File: src/cache_front_defines.svh
`ifndef CACHE_FRONT_DEFINES_SVH
`define CACHE_FRONT_DEFINES_SVH

// --------------------
// Data path
// --------------------
`define CF_DATA_W      32
`define CF_BYTE_W      4   // Bytes per word
`define CF_OFS_W       2   // Byte offset in word

// --------------------
// Bus fields
// --------------------
`define CF_ADDR_W      16  // Cache word address
`define CF_PFX_W       2   // Uncached prefix
`define CF_XADR_W      20  // Prefix + word address + offset
`define CF_TYP_W       3
`define CF_ATR_W       3
`define CF_SIZ_W       8
`define CF_SEQ_W       4
`define CF_NUM_SEQ     16

// Miss queue
`define CF_MQ_DEPTH    16
`define CF_MQ_DEPTH_W  4

`endif

File: src/cache_front_pkg.sv
`default_nettype none

`include "cache_front_defines.svh"

package cache_front_pkg;

  // --------------------
  // Bus encodings
  // --------------------
  localparam logic [`CF_TYP_W-1:0] TYP_WRITE = 'd0;
  localparam logic [`CF_TYP_W-1:0] TYP_READ  = 'd1;
  localparam logic [`CF_TYP_W-1:0] TYP_RSVD  = 'd4;

  localparam int ATR_C_ACK  = 0;  // Command attr bits
  localparam int ATR_C_CCH  = 1;
  localparam int ATR_R_LAST = 0;  // Response attr bits
  localparam int ATR_R_AERR = 1;
  localparam int ATR_R_DERR = 2;
  localparam int ATR_D_LAST = 0;  // Data attr bit

  typedef struct packed {
    logic [`CF_TYP_W-1:0]  typ;
    logic [`CF_ATR_W-1:0]  attr;
    logic [`CF_SIZ_W-1:0]  size;
    logic [`CF_SEQ_W-1:0]  id;
    logic [`CF_XADR_W-1:0] addr;
  } nx_cmd_t;

  typedef struct packed {
    logic [`CF_SEQ_W-1:0]  id;
    logic [`CF_DATA_W-1:0] data;
    logic [`CF_ATR_W-1:0]  attr;
  } nx_rsp_t;

  // Bus address, cached or uncached view
  typedef union packed {
    struct packed {
      logic [`CF_PFX_W-1:0]  pfx;
      logic [`CF_ADDR_W-1:0] addr;
      logic [`CF_OFS_W-1:0]  ofs;
    } cached_v;
    struct packed {
      logic [`CF_PFX_W-1:0]           pfx;
      logic [`CF_ADDR_W+`CF_OFS_W-1:0] wofs;  // Word address and offset
    } ucach_v;
  } xaddr_u;

  typedef struct packed {
    logic                  read;
    logic                  write;
    logic                  ucach;
    logic [`CF_OFS_W-1:0]  ucofst;
    logic [`CF_SIZ_W-1:0]  ucsize;
    logic [`CF_PFX_W-1:0]  ucpfx;
    logic [`CF_SEQ_W-1:0]  seq;
    logic [`CF_ADDR_W-1:0] addr;
    logic [`CF_BYTE_W-1:0] byin;
    logic [`CF_DATA_W-1:0] din;
  } t1_req_t;

  typedef struct packed {
    logic                  vld;
    logic                  serr;
    logic [`CF_SEQ_W-1:0]  seq;
    logic [`CF_DATA_W-1:0] dout;
    logic [`CF_ATR_W-1:0]  attr;
  } t1_rsp_t;

  typedef struct packed {
    logic                  read;
    logic                  write;
    logic                  ucach;
    logic [`CF_OFS_W-1:0]  ucofst;
    logic [`CF_SIZ_W-1:0]  ucsize;
    logic [`CF_PFX_W-1:0]  ucpfx;
    logic [`CF_SEQ_W-1:0]  seq;
    logic [`CF_ADDR_W-1:0] addr;
    logic [`CF_DATA_W-1:0] din;
  } t2_req_t;

  typedef struct packed {
    logic                  vld;
    logic [`CF_SEQ_W-1:0]  seq;
    logic [`CF_DATA_W-1:0] dout;
    logic [`CF_ATR_W-1:0]  attr;
  } t2_rsp_t;

  typedef struct packed {
    nx_cmd_t               cmd;
    logic [`CF_DATA_W-1:0] data;
    logic                  write;
    logic                  read;
    logic                  lack;   // Local ack on issue
  } mq_entry_t;

endpackage

`default_nettype wire

File: src/sreq_decode.sv
`timescale 1ns/10ps
`default_nettype none

`include "cache_front_defines.svh"

module sreq_decode (
  input  wire                          s_creq_valid,
  input  wire cache_front_pkg::nx_cmd_t s_creq,
  input  wire                          s_dreq_valid,
  input  wire [`CF_DATA_W-1:0]         s_dreq_data,
  input  wire [`CF_ATR_W-1:0]          s_dreq_attr,
  input  wire                          t1_stall,
  input  wire                          seq_free,
  input  wire [`CF_SEQ_W-1:0]          seq_alloc,
  output logic                         s_stall,
  output logic                         take,
  output logic                         take_ack,
  output cache_front_pkg::t1_req_t     t1_req
);

  import cache_front_pkg::*;

  logic                   cmd_rd;
  logic                   cmd_wr;
  logic [`CF_BYTE_W-1:0]  byte_run;
  logic [`CF_XADR_W-1:0]  word_addr;

  assign s_stall = !seq_free || t1_stall;

  assign cmd_rd = s_creq_valid && !s_stall && (s_creq.typ == TYP_READ);
  assign cmd_wr = s_creq_valid && !s_stall && (s_creq.typ == TYP_WRITE) &&
                  s_dreq_valid && s_dreq_attr[ATR_D_LAST];  // Data beat complete

  assign take     = cmd_rd || cmd_wr;
  assign take_ack = s_creq.attr[ATR_C_ACK];

  assign byte_run  = ~({`CF_BYTE_W{1'b1}} << s_creq.size);  // size ones
  assign word_addr = s_creq.addr >> `CF_OFS_W;

  // --------------------
  // Cache request
  // --------------------
  always_comb begin
    t1_req.read   = cmd_rd;
    t1_req.write  = cmd_wr;
    t1_req.ucach  = !s_creq.attr[ATR_C_CCH];
    t1_req.ucofst = s_creq.addr[`CF_OFS_W-1:0];
    t1_req.ucsize = s_creq.size;
    t1_req.ucpfx  = s_creq.addr[`CF_XADR_W-1 -: `CF_PFX_W];
    t1_req.seq    = seq_alloc;
    t1_req.addr   = word_addr[`CF_ADDR_W-1:0];
    t1_req.byin   = byte_run << s_creq.addr[`CF_OFS_W-1:0];
    t1_req.din    = s_dreq_data;
  end

endmodule

`default_nettype wire

File: src/seq_tracker.sv
`timescale 1ns/10ps
`default_nettype none

`include "cache_front_defines.svh"

module seq_tracker (
  input  wire                          clk,
  input  wire                          rst,
  input  wire                          take,
  input  wire [`CF_SEQ_W-1:0]          take_fid,
  input  wire                          take_ack,
  output logic [`CF_SEQ_W-1:0]         seq_alloc,
  output logic                         seq_free,
  input  wire cache_front_pkg::t1_rsp_t t1_rsp,
  input  wire [`CF_SEQ_W-1:0]          t2_seq,
  output logic                         t2_seq_ack,
  output logic                         s_rreq_valid,
  output cache_front_pkg::nx_rsp_t     s_rreq,
  output logic                         e_l2err_vld
);

  import cache_front_pkg::*;

  logic [`CF_NUM_SEQ-1:0] busy;
  logic [`CF_NUM_SEQ-1:0] ack_vec;
  logic [`CF_SEQ_W-1:0]   fid_tab [`CF_NUM_SEQ];

  logic                   rsp_derr;
  logic [`CF_ATR_W-1:0]   rsp_attr;
  logic                   rsp_ack;

  // --------------------
  // Allocation
  // --------------------
  always_comb begin
    seq_free  = 1'b0;
    seq_alloc = '0;
    for (int i = `CF_NUM_SEQ-1; i >= 0; i--) begin
      if (!busy[i]) begin
        seq_free  = 1'b1;
        seq_alloc = i[`CF_SEQ_W-1:0];  // Lowest wins
      end
    end
  end

  always_ff @(posedge clk) begin
    if (rst) begin
      busy    <= '0;
      ack_vec <= '0;
    end else begin
      if (take) begin
        busy[seq_alloc]    <= 1'b1;
        ack_vec[seq_alloc] <= take_ack;
      end
      if (t1_rsp.vld)
        busy[t1_rsp.seq] <= 1'b0;  // Free from next cycle
    end
  end

  always_ff @(posedge clk) begin
    if (take)
      fid_tab[seq_alloc] <= take_fid;
  end

  assign t2_seq_ack = ack_vec[t2_seq];

  // --------------------
  // Response to CPU
  // --------------------
  assign rsp_ack  = ack_vec[t1_rsp.seq];
  assign rsp_derr = t1_rsp.serr && !(|t1_rsp.attr);

  always_comb begin
    rsp_attr = t1_rsp.attr;
    rsp_attr[ATR_R_LAST] = 1'b1;
    if (rsp_derr)
      rsp_attr[ATR_R_DERR] = 1'b1;  // Cache data error
  end

  always_ff @(posedge clk) begin
    if (rst) begin
      s_rreq_valid <= 1'b0;
      e_l2err_vld  <= 1'b0;
    end else begin
      s_rreq_valid <= t1_rsp.vld && rsp_ack;
      // L2 error with nobody to tell
      e_l2err_vld  <= t1_rsp.vld && (t1_rsp.attr[ATR_R_AERR] || t1_rsp.attr[ATR_R_DERR]) &&
                      !rsp_ack;
    end
  end

  always_ff @(posedge clk) begin
    s_rreq.id   <= fid_tab[t1_rsp.seq];
    s_rreq.data <= t1_rsp.dout;
    s_rreq.attr <= rsp_attr;
  end

endmodule

`default_nettype wire

File: src/mreq_fifo.sv
`timescale 1ns/10ps
`default_nettype none

`include "cache_front_defines.svh"

module mreq_fifo (
  input  wire                             clk,
  input  wire                             rst,
  input  wire                             push,
  input  wire cache_front_pkg::mq_entry_t push_data,
  input  wire                             pop,
  output cache_front_pkg::mq_entry_t      pop_data,
  output logic                            full,
  output logic                            empty
);

  import cache_front_pkg::*;

  mq_entry_t                  mem [`CF_MQ_DEPTH];
  logic [`CF_MQ_DEPTH_W-1:0]  wr_ptr;
  logic [`CF_MQ_DEPTH_W-1:0]  rd_ptr;
  logic [`CF_MQ_DEPTH_W:0]    count;

  assign full     = (count == `CF_MQ_DEPTH);
  assign empty    = (count == '0);
  assign pop_data = mem[rd_ptr];  // Show-ahead head

  always_ff @(posedge clk) begin
    if (rst) begin
      wr_ptr <= '0;
      rd_ptr <= '0;
      count  <= '0;
    end else begin
      if (push)
        wr_ptr <= wr_ptr + 1'b1;
      if (pop)
        rd_ptr <= rd_ptr + 1'b1;
      if (push && !pop)
        count <= count + 1'b1;
      else if (pop && !push)
        count <= count - 1'b1;
    end
  end

  always_ff @(posedge clk) begin
    if (push)
      mem[wr_ptr] <= push_data;
  end

endmodule

`default_nettype wire

File: src/mreq_issue.sv
`timescale 1ns/10ps
`default_nettype none

`include "cache_front_defines.svh"

module mreq_issue (
  input  wire                          clk,
  input  wire                          rst,
  input  wire cache_front_pkg::t2_req_t t2_req,
  input  wire                          t2_seq_ack,
  input  wire                          t2_stall,
  input  wire                          m_creq_rdstall,
  input  wire                          m_creq_wrstall,
  input  wire                          m_dreq_stall,
  output logic                         m_creq_valid,
  output cache_front_pkg::nx_cmd_t     m_creq,
  output logic                         m_dreq_valid,
  output logic [`CF_DATA_W-1:0]        m_dreq_data,
  input  wire                          m_rreq_valid,
  input  wire cache_front_pkg::nx_rsp_t m_rreq,
  output logic                         m_rreq_stall,
  output cache_front_pkg::t2_rsp_t     t2_rsp,
  output logic                         mfifo_empty
);

  import cache_front_pkg::*;

  localparam logic [`CF_ATR_W-1:0] ERR_MASK = (1 << ATR_R_AERR) | (1 << ATR_R_DERR);

  mq_entry_t  ent;
  mq_entry_t  head;
  xaddr_u     xa;
  logic       mq_push;
  logic       mq_pop;
  logic       mq_full;
  logic       lack_vld;

  // --------------------
  // Push side
  // --------------------
  always_comb begin
    xa = '0;
    if (t2_req.ucach) begin
      xa.ucach_v.pfx  = t2_req.ucpfx;
      xa.ucach_v.wofs = {t2_req.addr, t2_req.ucofst};
    end else begin
      xa.cached_v.addr = t2_req.addr;
      xa.cached_v.ofs  = '0;  // Line aligned
    end
  end

  always_comb begin
    ent = '0;
    ent.cmd.typ  = t2_req.read ? TYP_READ : (t2_req.write ? TYP_WRITE : TYP_RSVD);
    ent.cmd.size = t2_req.ucach ? t2_req.ucsize : `CF_SIZ_W'(`CF_BYTE_W);
    ent.cmd.id   = t2_req.seq;
    ent.cmd.addr = xa;
    ent.cmd.attr[ATR_C_CCH] = !t2_req.ucach;
    ent.cmd.attr[ATR_C_ACK] = t2_req.read || (t2_req.write && t2_req.ucach && t2_seq_ack);
    ent.data  = t2_req.write ? t2_req.din : '0;
    ent.write = t2_req.write;
    ent.read  = t2_req.read;
    ent.lack  = t2_req.write && t2_req.ucach && !t2_seq_ack;
  end

  assign mq_push = (t2_req.read || t2_req.write) && !mq_full;

  mreq_fifo i_mreq_fifo (
    .clk       (clk),
    .rst       (rst),
    .push      (mq_push),
    .push_data (ent),
    .pop       (mq_pop),
    .pop_data  (head),
    .full      (mq_full),
    .empty     (mfifo_empty)
  );

  // --------------------
  // Pop side
  // --------------------
  assign mq_pop = !mfifo_empty &&
                  ((head.read && !m_creq_rdstall) ||
                   (head.write && !m_creq_wrstall && !m_dreq_stall));

  assign m_creq_valid = mq_pop;
  assign m_creq       = head.cmd;
  assign m_dreq_valid = mq_pop && head.write;
  assign m_dreq_data  = head.data;

  assign lack_vld     = mq_pop && head.lack;
  assign m_rreq_stall = lack_vld || t2_stall;  // Local ack owns the return

  always_comb begin
    t2_rsp.vld  = (lack_vld || m_rreq_valid) && !t2_stall;
    t2_rsp.dout = m_rreq.data;
    if (lack_vld) begin
      t2_rsp.seq  = head.cmd.id;
      t2_rsp.attr = '0;
      t2_rsp.attr[ATR_R_LAST] = 1'b1;
    end else begin
      t2_rsp.seq  = m_rreq.id;
      t2_rsp.attr = m_rreq.attr & ERR_MASK;
    end
  end

endmodule

`default_nettype wire

File: src/cache_front_top.sv
`timescale 1ns/10ps
`default_nettype none

`include "cache_front_defines.svh"

module cache_front_top (
  input  wire                           clk,
  input  wire                           rst,
  // CPU side
  input  wire                           s_creq_valid,
  input  wire cache_front_pkg::nx_cmd_t s_creq,
  input  wire                           s_dreq_valid,
  input  wire [`CF_DATA_W-1:0]          s_dreq_data,
  input  wire [`CF_ATR_W-1:0]           s_dreq_attr,
  output wire                           s_stall,
  output wire                           s_rreq_valid,
  output wire cache_front_pkg::nx_rsp_t s_rreq,
  // Cache
  output wire cache_front_pkg::t1_req_t t1_req,
  input  wire cache_front_pkg::t1_rsp_t t1_rsp,
  input  wire                           t1_stall,
  input  wire cache_front_pkg::t2_req_t t2_req,
  output wire cache_front_pkg::t2_rsp_t t2_rsp,
  input  wire                           t2_stall,
  // L2 side
  output wire                           m_creq_valid,
  output wire cache_front_pkg::nx_cmd_t m_creq,
  input  wire                           m_creq_rdstall,
  input  wire                           m_creq_wrstall,
  output wire                           m_dreq_valid,
  output wire [`CF_DATA_W-1:0]          m_dreq_data,
  input  wire                           m_dreq_stall,
  input  wire                           m_rreq_valid,
  input  wire cache_front_pkg::nx_rsp_t m_rreq,
  output wire                           m_rreq_stall,
  output wire                           e_l2err_vld,
  output wire                           mfifo_empty
);

  wire                  take;
  wire                  take_ack;
  wire                  seq_free;
  wire [`CF_SEQ_W-1:0]  seq_alloc;
  wire                  t2_seq_ack;

  sreq_decode i_sreq_decode (
    .s_creq_valid (s_creq_valid),
    .s_creq       (s_creq),
    .s_dreq_valid (s_dreq_valid),
    .s_dreq_data  (s_dreq_data),
    .s_dreq_attr  (s_dreq_attr),
    .t1_stall     (t1_stall),
    .seq_free     (seq_free),
    .seq_alloc    (seq_alloc),
    .s_stall      (s_stall),
    .take         (take),
    .take_ack     (take_ack),
    .t1_req       (t1_req)
  );

  seq_tracker i_seq_tracker (
    .clk          (clk),
    .rst          (rst),
    .take         (take),
    .take_fid     (s_creq.id),  // Foreign id
    .take_ack     (take_ack),
    .seq_alloc    (seq_alloc),
    .seq_free     (seq_free),
    .t1_rsp       (t1_rsp),
    .t2_seq       (t2_req.seq),
    .t2_seq_ack   (t2_seq_ack),
    .s_rreq_valid (s_rreq_valid),
    .s_rreq       (s_rreq),
    .e_l2err_vld  (e_l2err_vld)
  );

  mreq_issue i_mreq_issue (
    .clk            (clk),
    .rst            (rst),
    .t2_req         (t2_req),
    .t2_seq_ack     (t2_seq_ack),
    .t2_stall       (t2_stall),
    .m_creq_rdstall (m_creq_rdstall),
    .m_creq_wrstall (m_creq_wrstall),
    .m_dreq_stall   (m_dreq_stall),
    .m_creq_valid   (m_creq_valid),
    .m_creq         (m_creq),
    .m_dreq_valid   (m_dreq_valid),
    .m_dreq_data    (m_dreq_data),
    .m_rreq_valid   (m_rreq_valid),
    .m_rreq         (m_rreq),
    .m_rreq_stall   (m_rreq_stall),
    .t2_rsp         (t2_rsp),
    .mfifo_empty    (mfifo_empty)
  );

endmodule

`default_nettype wire

File: config.mk
export PLATFORM = sky130hd
export DESIGN_NAME = cache_front_top
export DESIGN_NICKNAME = d
export VERILOG_FILES = /design/src/cache_front_pkg.sv /design/src/sreq_decode.sv /design/src/seq_tracker.sv /design/src/mreq_fifo.sv /design/src/mreq_issue.sv /design/src/cache_front_top.sv
export VERILOG_INCLUDE_DIRS = /design/src
export SDC_FILE = /design/constraint.sdc
export NUM_CORES = 1
export LEC_CHECK = 0
export ABC_AREA = 0
export BUFFER_PORTS_ARGS = -buffer_cell sky130_fd_sc_hd__buf_2
export CAP_MARGIN = 30
export CORE_ASPECT_RATIO = 0.6
export CORE_MARGIN = 3
export CORE_UTILIZATION = 45
export CTS_BUF_LIST = sky130_fd_sc_hd__clkbuf_4
export DETAILED_ROUTE_END_ITERATION = 16
export PLACE_DENSITY = 0.73
export SLEW_MARGIN = 20
export SYNTH_ARGS = -nofsm -noshare
export SYNTH_HDL_FRONTEND = slang
export SYNTH_SLANG_ARGS = --single-unit
File: constraint.sdc
create_clock -name clk -period 7.1 [get_ports clk]
set_input_delay 1.42 -clock clk [delete_from_list [all_inputs] [get_ports clk]]
set_output_delay 1.42 -clock clk [all_outputs]
set_load 0.02 [all_outputs]
==> qor.yml <==
wl_per_cell_um: 26.0
crit_path_max_fanout: 58
post_dp_cell_area_um2: 51900
viasPerCell: 5.72
hp-start: "t1_rsp[20]"
grt_setup_unrepaired: "no"
grt_usage: 0.199
muxShareOfSynthArea: 0.178
nFillCells: 8292
status: "finished clean"
ys_ff_latch: 1273
synth_fa_ha_area_frac: 0.00270
clock-root-buffer: "clkbuf_4"
die_x_um: 433
coreArea_um2: 108000
powerDensity_nw_per_um2: 323
fin_nets: 2894
place_ws_ns: 2.21
ctsResizeCount: 0
synth_compound_area_frac: 0.0109
synth_warnings: 0
crit_arrival_ns: 4.45
fin_area_um2: 55700
num_io_pins: 457
synth_top_area_share: 0.723
final_cells: 4284
synthFlopType: "edfxtp_1"
synthXorXnorAreaFrac: 0.00142
synth_edf_count: 1184
setup_slack_ns: 1.23
layout-drive-gt1-share: 0.423
post-synth-top-area-cell: "edfxtp_1"
cts.sinks: 1273
fp.dieH_um: 262
drtPass1Iterations: 5
p_leak_nw: 18.3
crit_path_end_kind: "primary output"
max_stage_delay_ns: 0.74
synth_top_family_by_area: "multiplexers"
ir_drop_v: 0.000302
slew_headroom: 0.142
hpwl_um: 58700
cts_buffer_depth: 4
syn-cell-area_um2: 49200
netlist_instances: 2207
drc_errors: 0
grt_max_degree: 170
critPathKind: "flip-flop to primary output"
cts_setup_buffers: 0
post-route-min-period_ns: 5.87
cts_buffers: 312
synth_area_leaders: "edfxtp_1 72%, mux4_2 17%, dfxtp_1 3.6%, buf_4 1.5%, and2_1 0.60%"
path_cells: "buf_12 -> buf_4 -> mux4_2 -> mux4_2 -> buf_2"
vias: 24501
synth.distinct_cells: 58
antenna_found_initial: 14
finish.utilization: 0.516
holdBufCountCts: 0
grt_pass1_wl_um: 164000
start_util: 0.456
ys_seq_area_frac: 0.759
first_global_vias: 25441
drv_cap: 0
htreeDepth: 5
cpMaxStageDelayCell: "buf_4"
die_area_um2: 113000
finalMaxSlewViolations: 0
tightest_slew_ns: 1.29
worst_setup_path_start_kind: "flip-flop"
drtAntennaViolNets: 0
worst_path_most_repeated_cell: "mux4_2"
fmax_ghz: 0.170
hold_violations: 0
post-route-period-util: 0.827
place_inst: 3757
insertion_delay_ns: 1.19
finalSetupViolCount: 0
port_buffers: 285
fin_setup_tns_ns: 0
synth-simple-area-share: 0.0224
fp-row-count: 93
yosys-top-cells-count: "1,184 x edfxtp_1, 371 x mux4_2, 99 x buf_4, 89 x dfxtp_1, 65 x clkbuf_1"
drt-initial-drc-count: 2685
yosysMostFrequentCell: "edfxtp_1"
fin_skew_ns: 0.0728
async_reset_ff_frac: 0
hp-class: "input port to flip-flop"
overflow: 0
cts_tree: "built"
crit_required_ns: 5.68
area_growth_pct: 13.3
clk_pin_slew_ns: 0.07
totalWireLength_um: 111000
gp_congestion: 0.823
postSynthAreaPerCell_um2: 22.3
[state kept, by name (all words and copies together), names as in the netlist, named ones only]
name                             count
i_seq_tracker.s_rreq_valid           1
i_mreq_issue.i_mreq_fifo.mem      1120
i_seq_tracker.busy                  16
i_mreq_issue.i_mreq_fifo.rd_ptr      4
i_seq_tracker.ack_vec               16
i_mreq_issue.i_mreq_fifo.count       5
i_mreq_issue.i_mreq_fifo.wr_ptr      4
i_seq_tracker.s_rreq                38
i_seq_tracker.e_l2err_vld            1
i_seq_tracker.fid_tab               64
[metal layers]
layer	up-vias	wire (µm)	global-route usage
met5	-	27	0
met4	4	2320	0.0764
met3	155	10400	0.0535
met2	1279	53500	0.306
met1	12865	45200	0.274
li1	10198	-	-
[report_power, final]
part           internal, W  switching [W]
clock              0.00299        0.00272
combinational      0.00162        0.00190
sequential         0.00859       0.000140
total               0.0132        0.00476
[cells in the final DEF (no fill, tap or decap), types with 7 or more instances in the layout]
master,n
edfxtp_1,1184
ha_1,9
buf_4,21
clkinv_2,8
clkbuf_4,449
dfxtp_1,86
and2_1,47
inv_1,15
nand2b_1,16
o21a_1,11
nor2b_1,9
nand4_1,7
mux2i_1,27
nand2_1,26
buf_12,15
a211oi_1,7
mux4_2,371
a21oi_1,29
buf_2,291
nor2_4,12
nor2_1,35
clkinv_1,45
nand3_1,10
diode_2,9
nor3_1,18
o21ai_0,7
[logic make-up (layout without fill, tap and decap cells)]
kind of cell	count (synthesis)	count (layout)
AOI/OAI and AO/OA	83	83
xor gates and xnor gates	8	8
adders and majority gates	10	10
buffers and inverters	218	860
DFF	1273	1273
muxes	406	406
other	2	12
and+or+nand+nor	207	207
[path summary, 6_finish.rpt]
| kind | cells after the start | end | slack [ns] |
|---|---|---|---|
| worst max-delay path | 5 | m_creq[25] | 1.23 |
| worst min-delay path | 1 | i_seq_tracker.s_rreq[20] | 0.33 |
| worst max register to register | 12 | i_mreq_issue.i_mreq_fifo.count[4] | 3.10 |
| worst min register to register | 2 | i_seq_tracker.ack_vec[13] | 0.50 |
[cell type report]
cell class	instances	area, µm²	share of cell area
Sequential cell	1273	37300	0.670
Multi-Input combinational cell	717	10700	0.192
Clock buffer	449	3370	0.0605
Timing Repair Buffer	334	2080	0.0374
Tap cell	1425	1780	0.0320
Clock inverter	61	318	0.00570
Inverter	16	65.1	0.00117
Antenna cell	9	22.5	0.000404
[worst max-delay path, delay by kind of cell, from the launching register on]
kind	cells	cell delay, ns
buf+inv	3	1.39
mux	2	1.18
flops	1	0.69
[metrics by stage]
step                total power [W]  hold WS, ns
detailed placement           0.0124        0.494
global route                 0.0188        0.257
finish                       0.0180        0.334
CTS                          0.0182        0.185
global placement             0.0123        0.471
floorplan                    0.0114        0.451
Power figures use the tool's default switching activity.
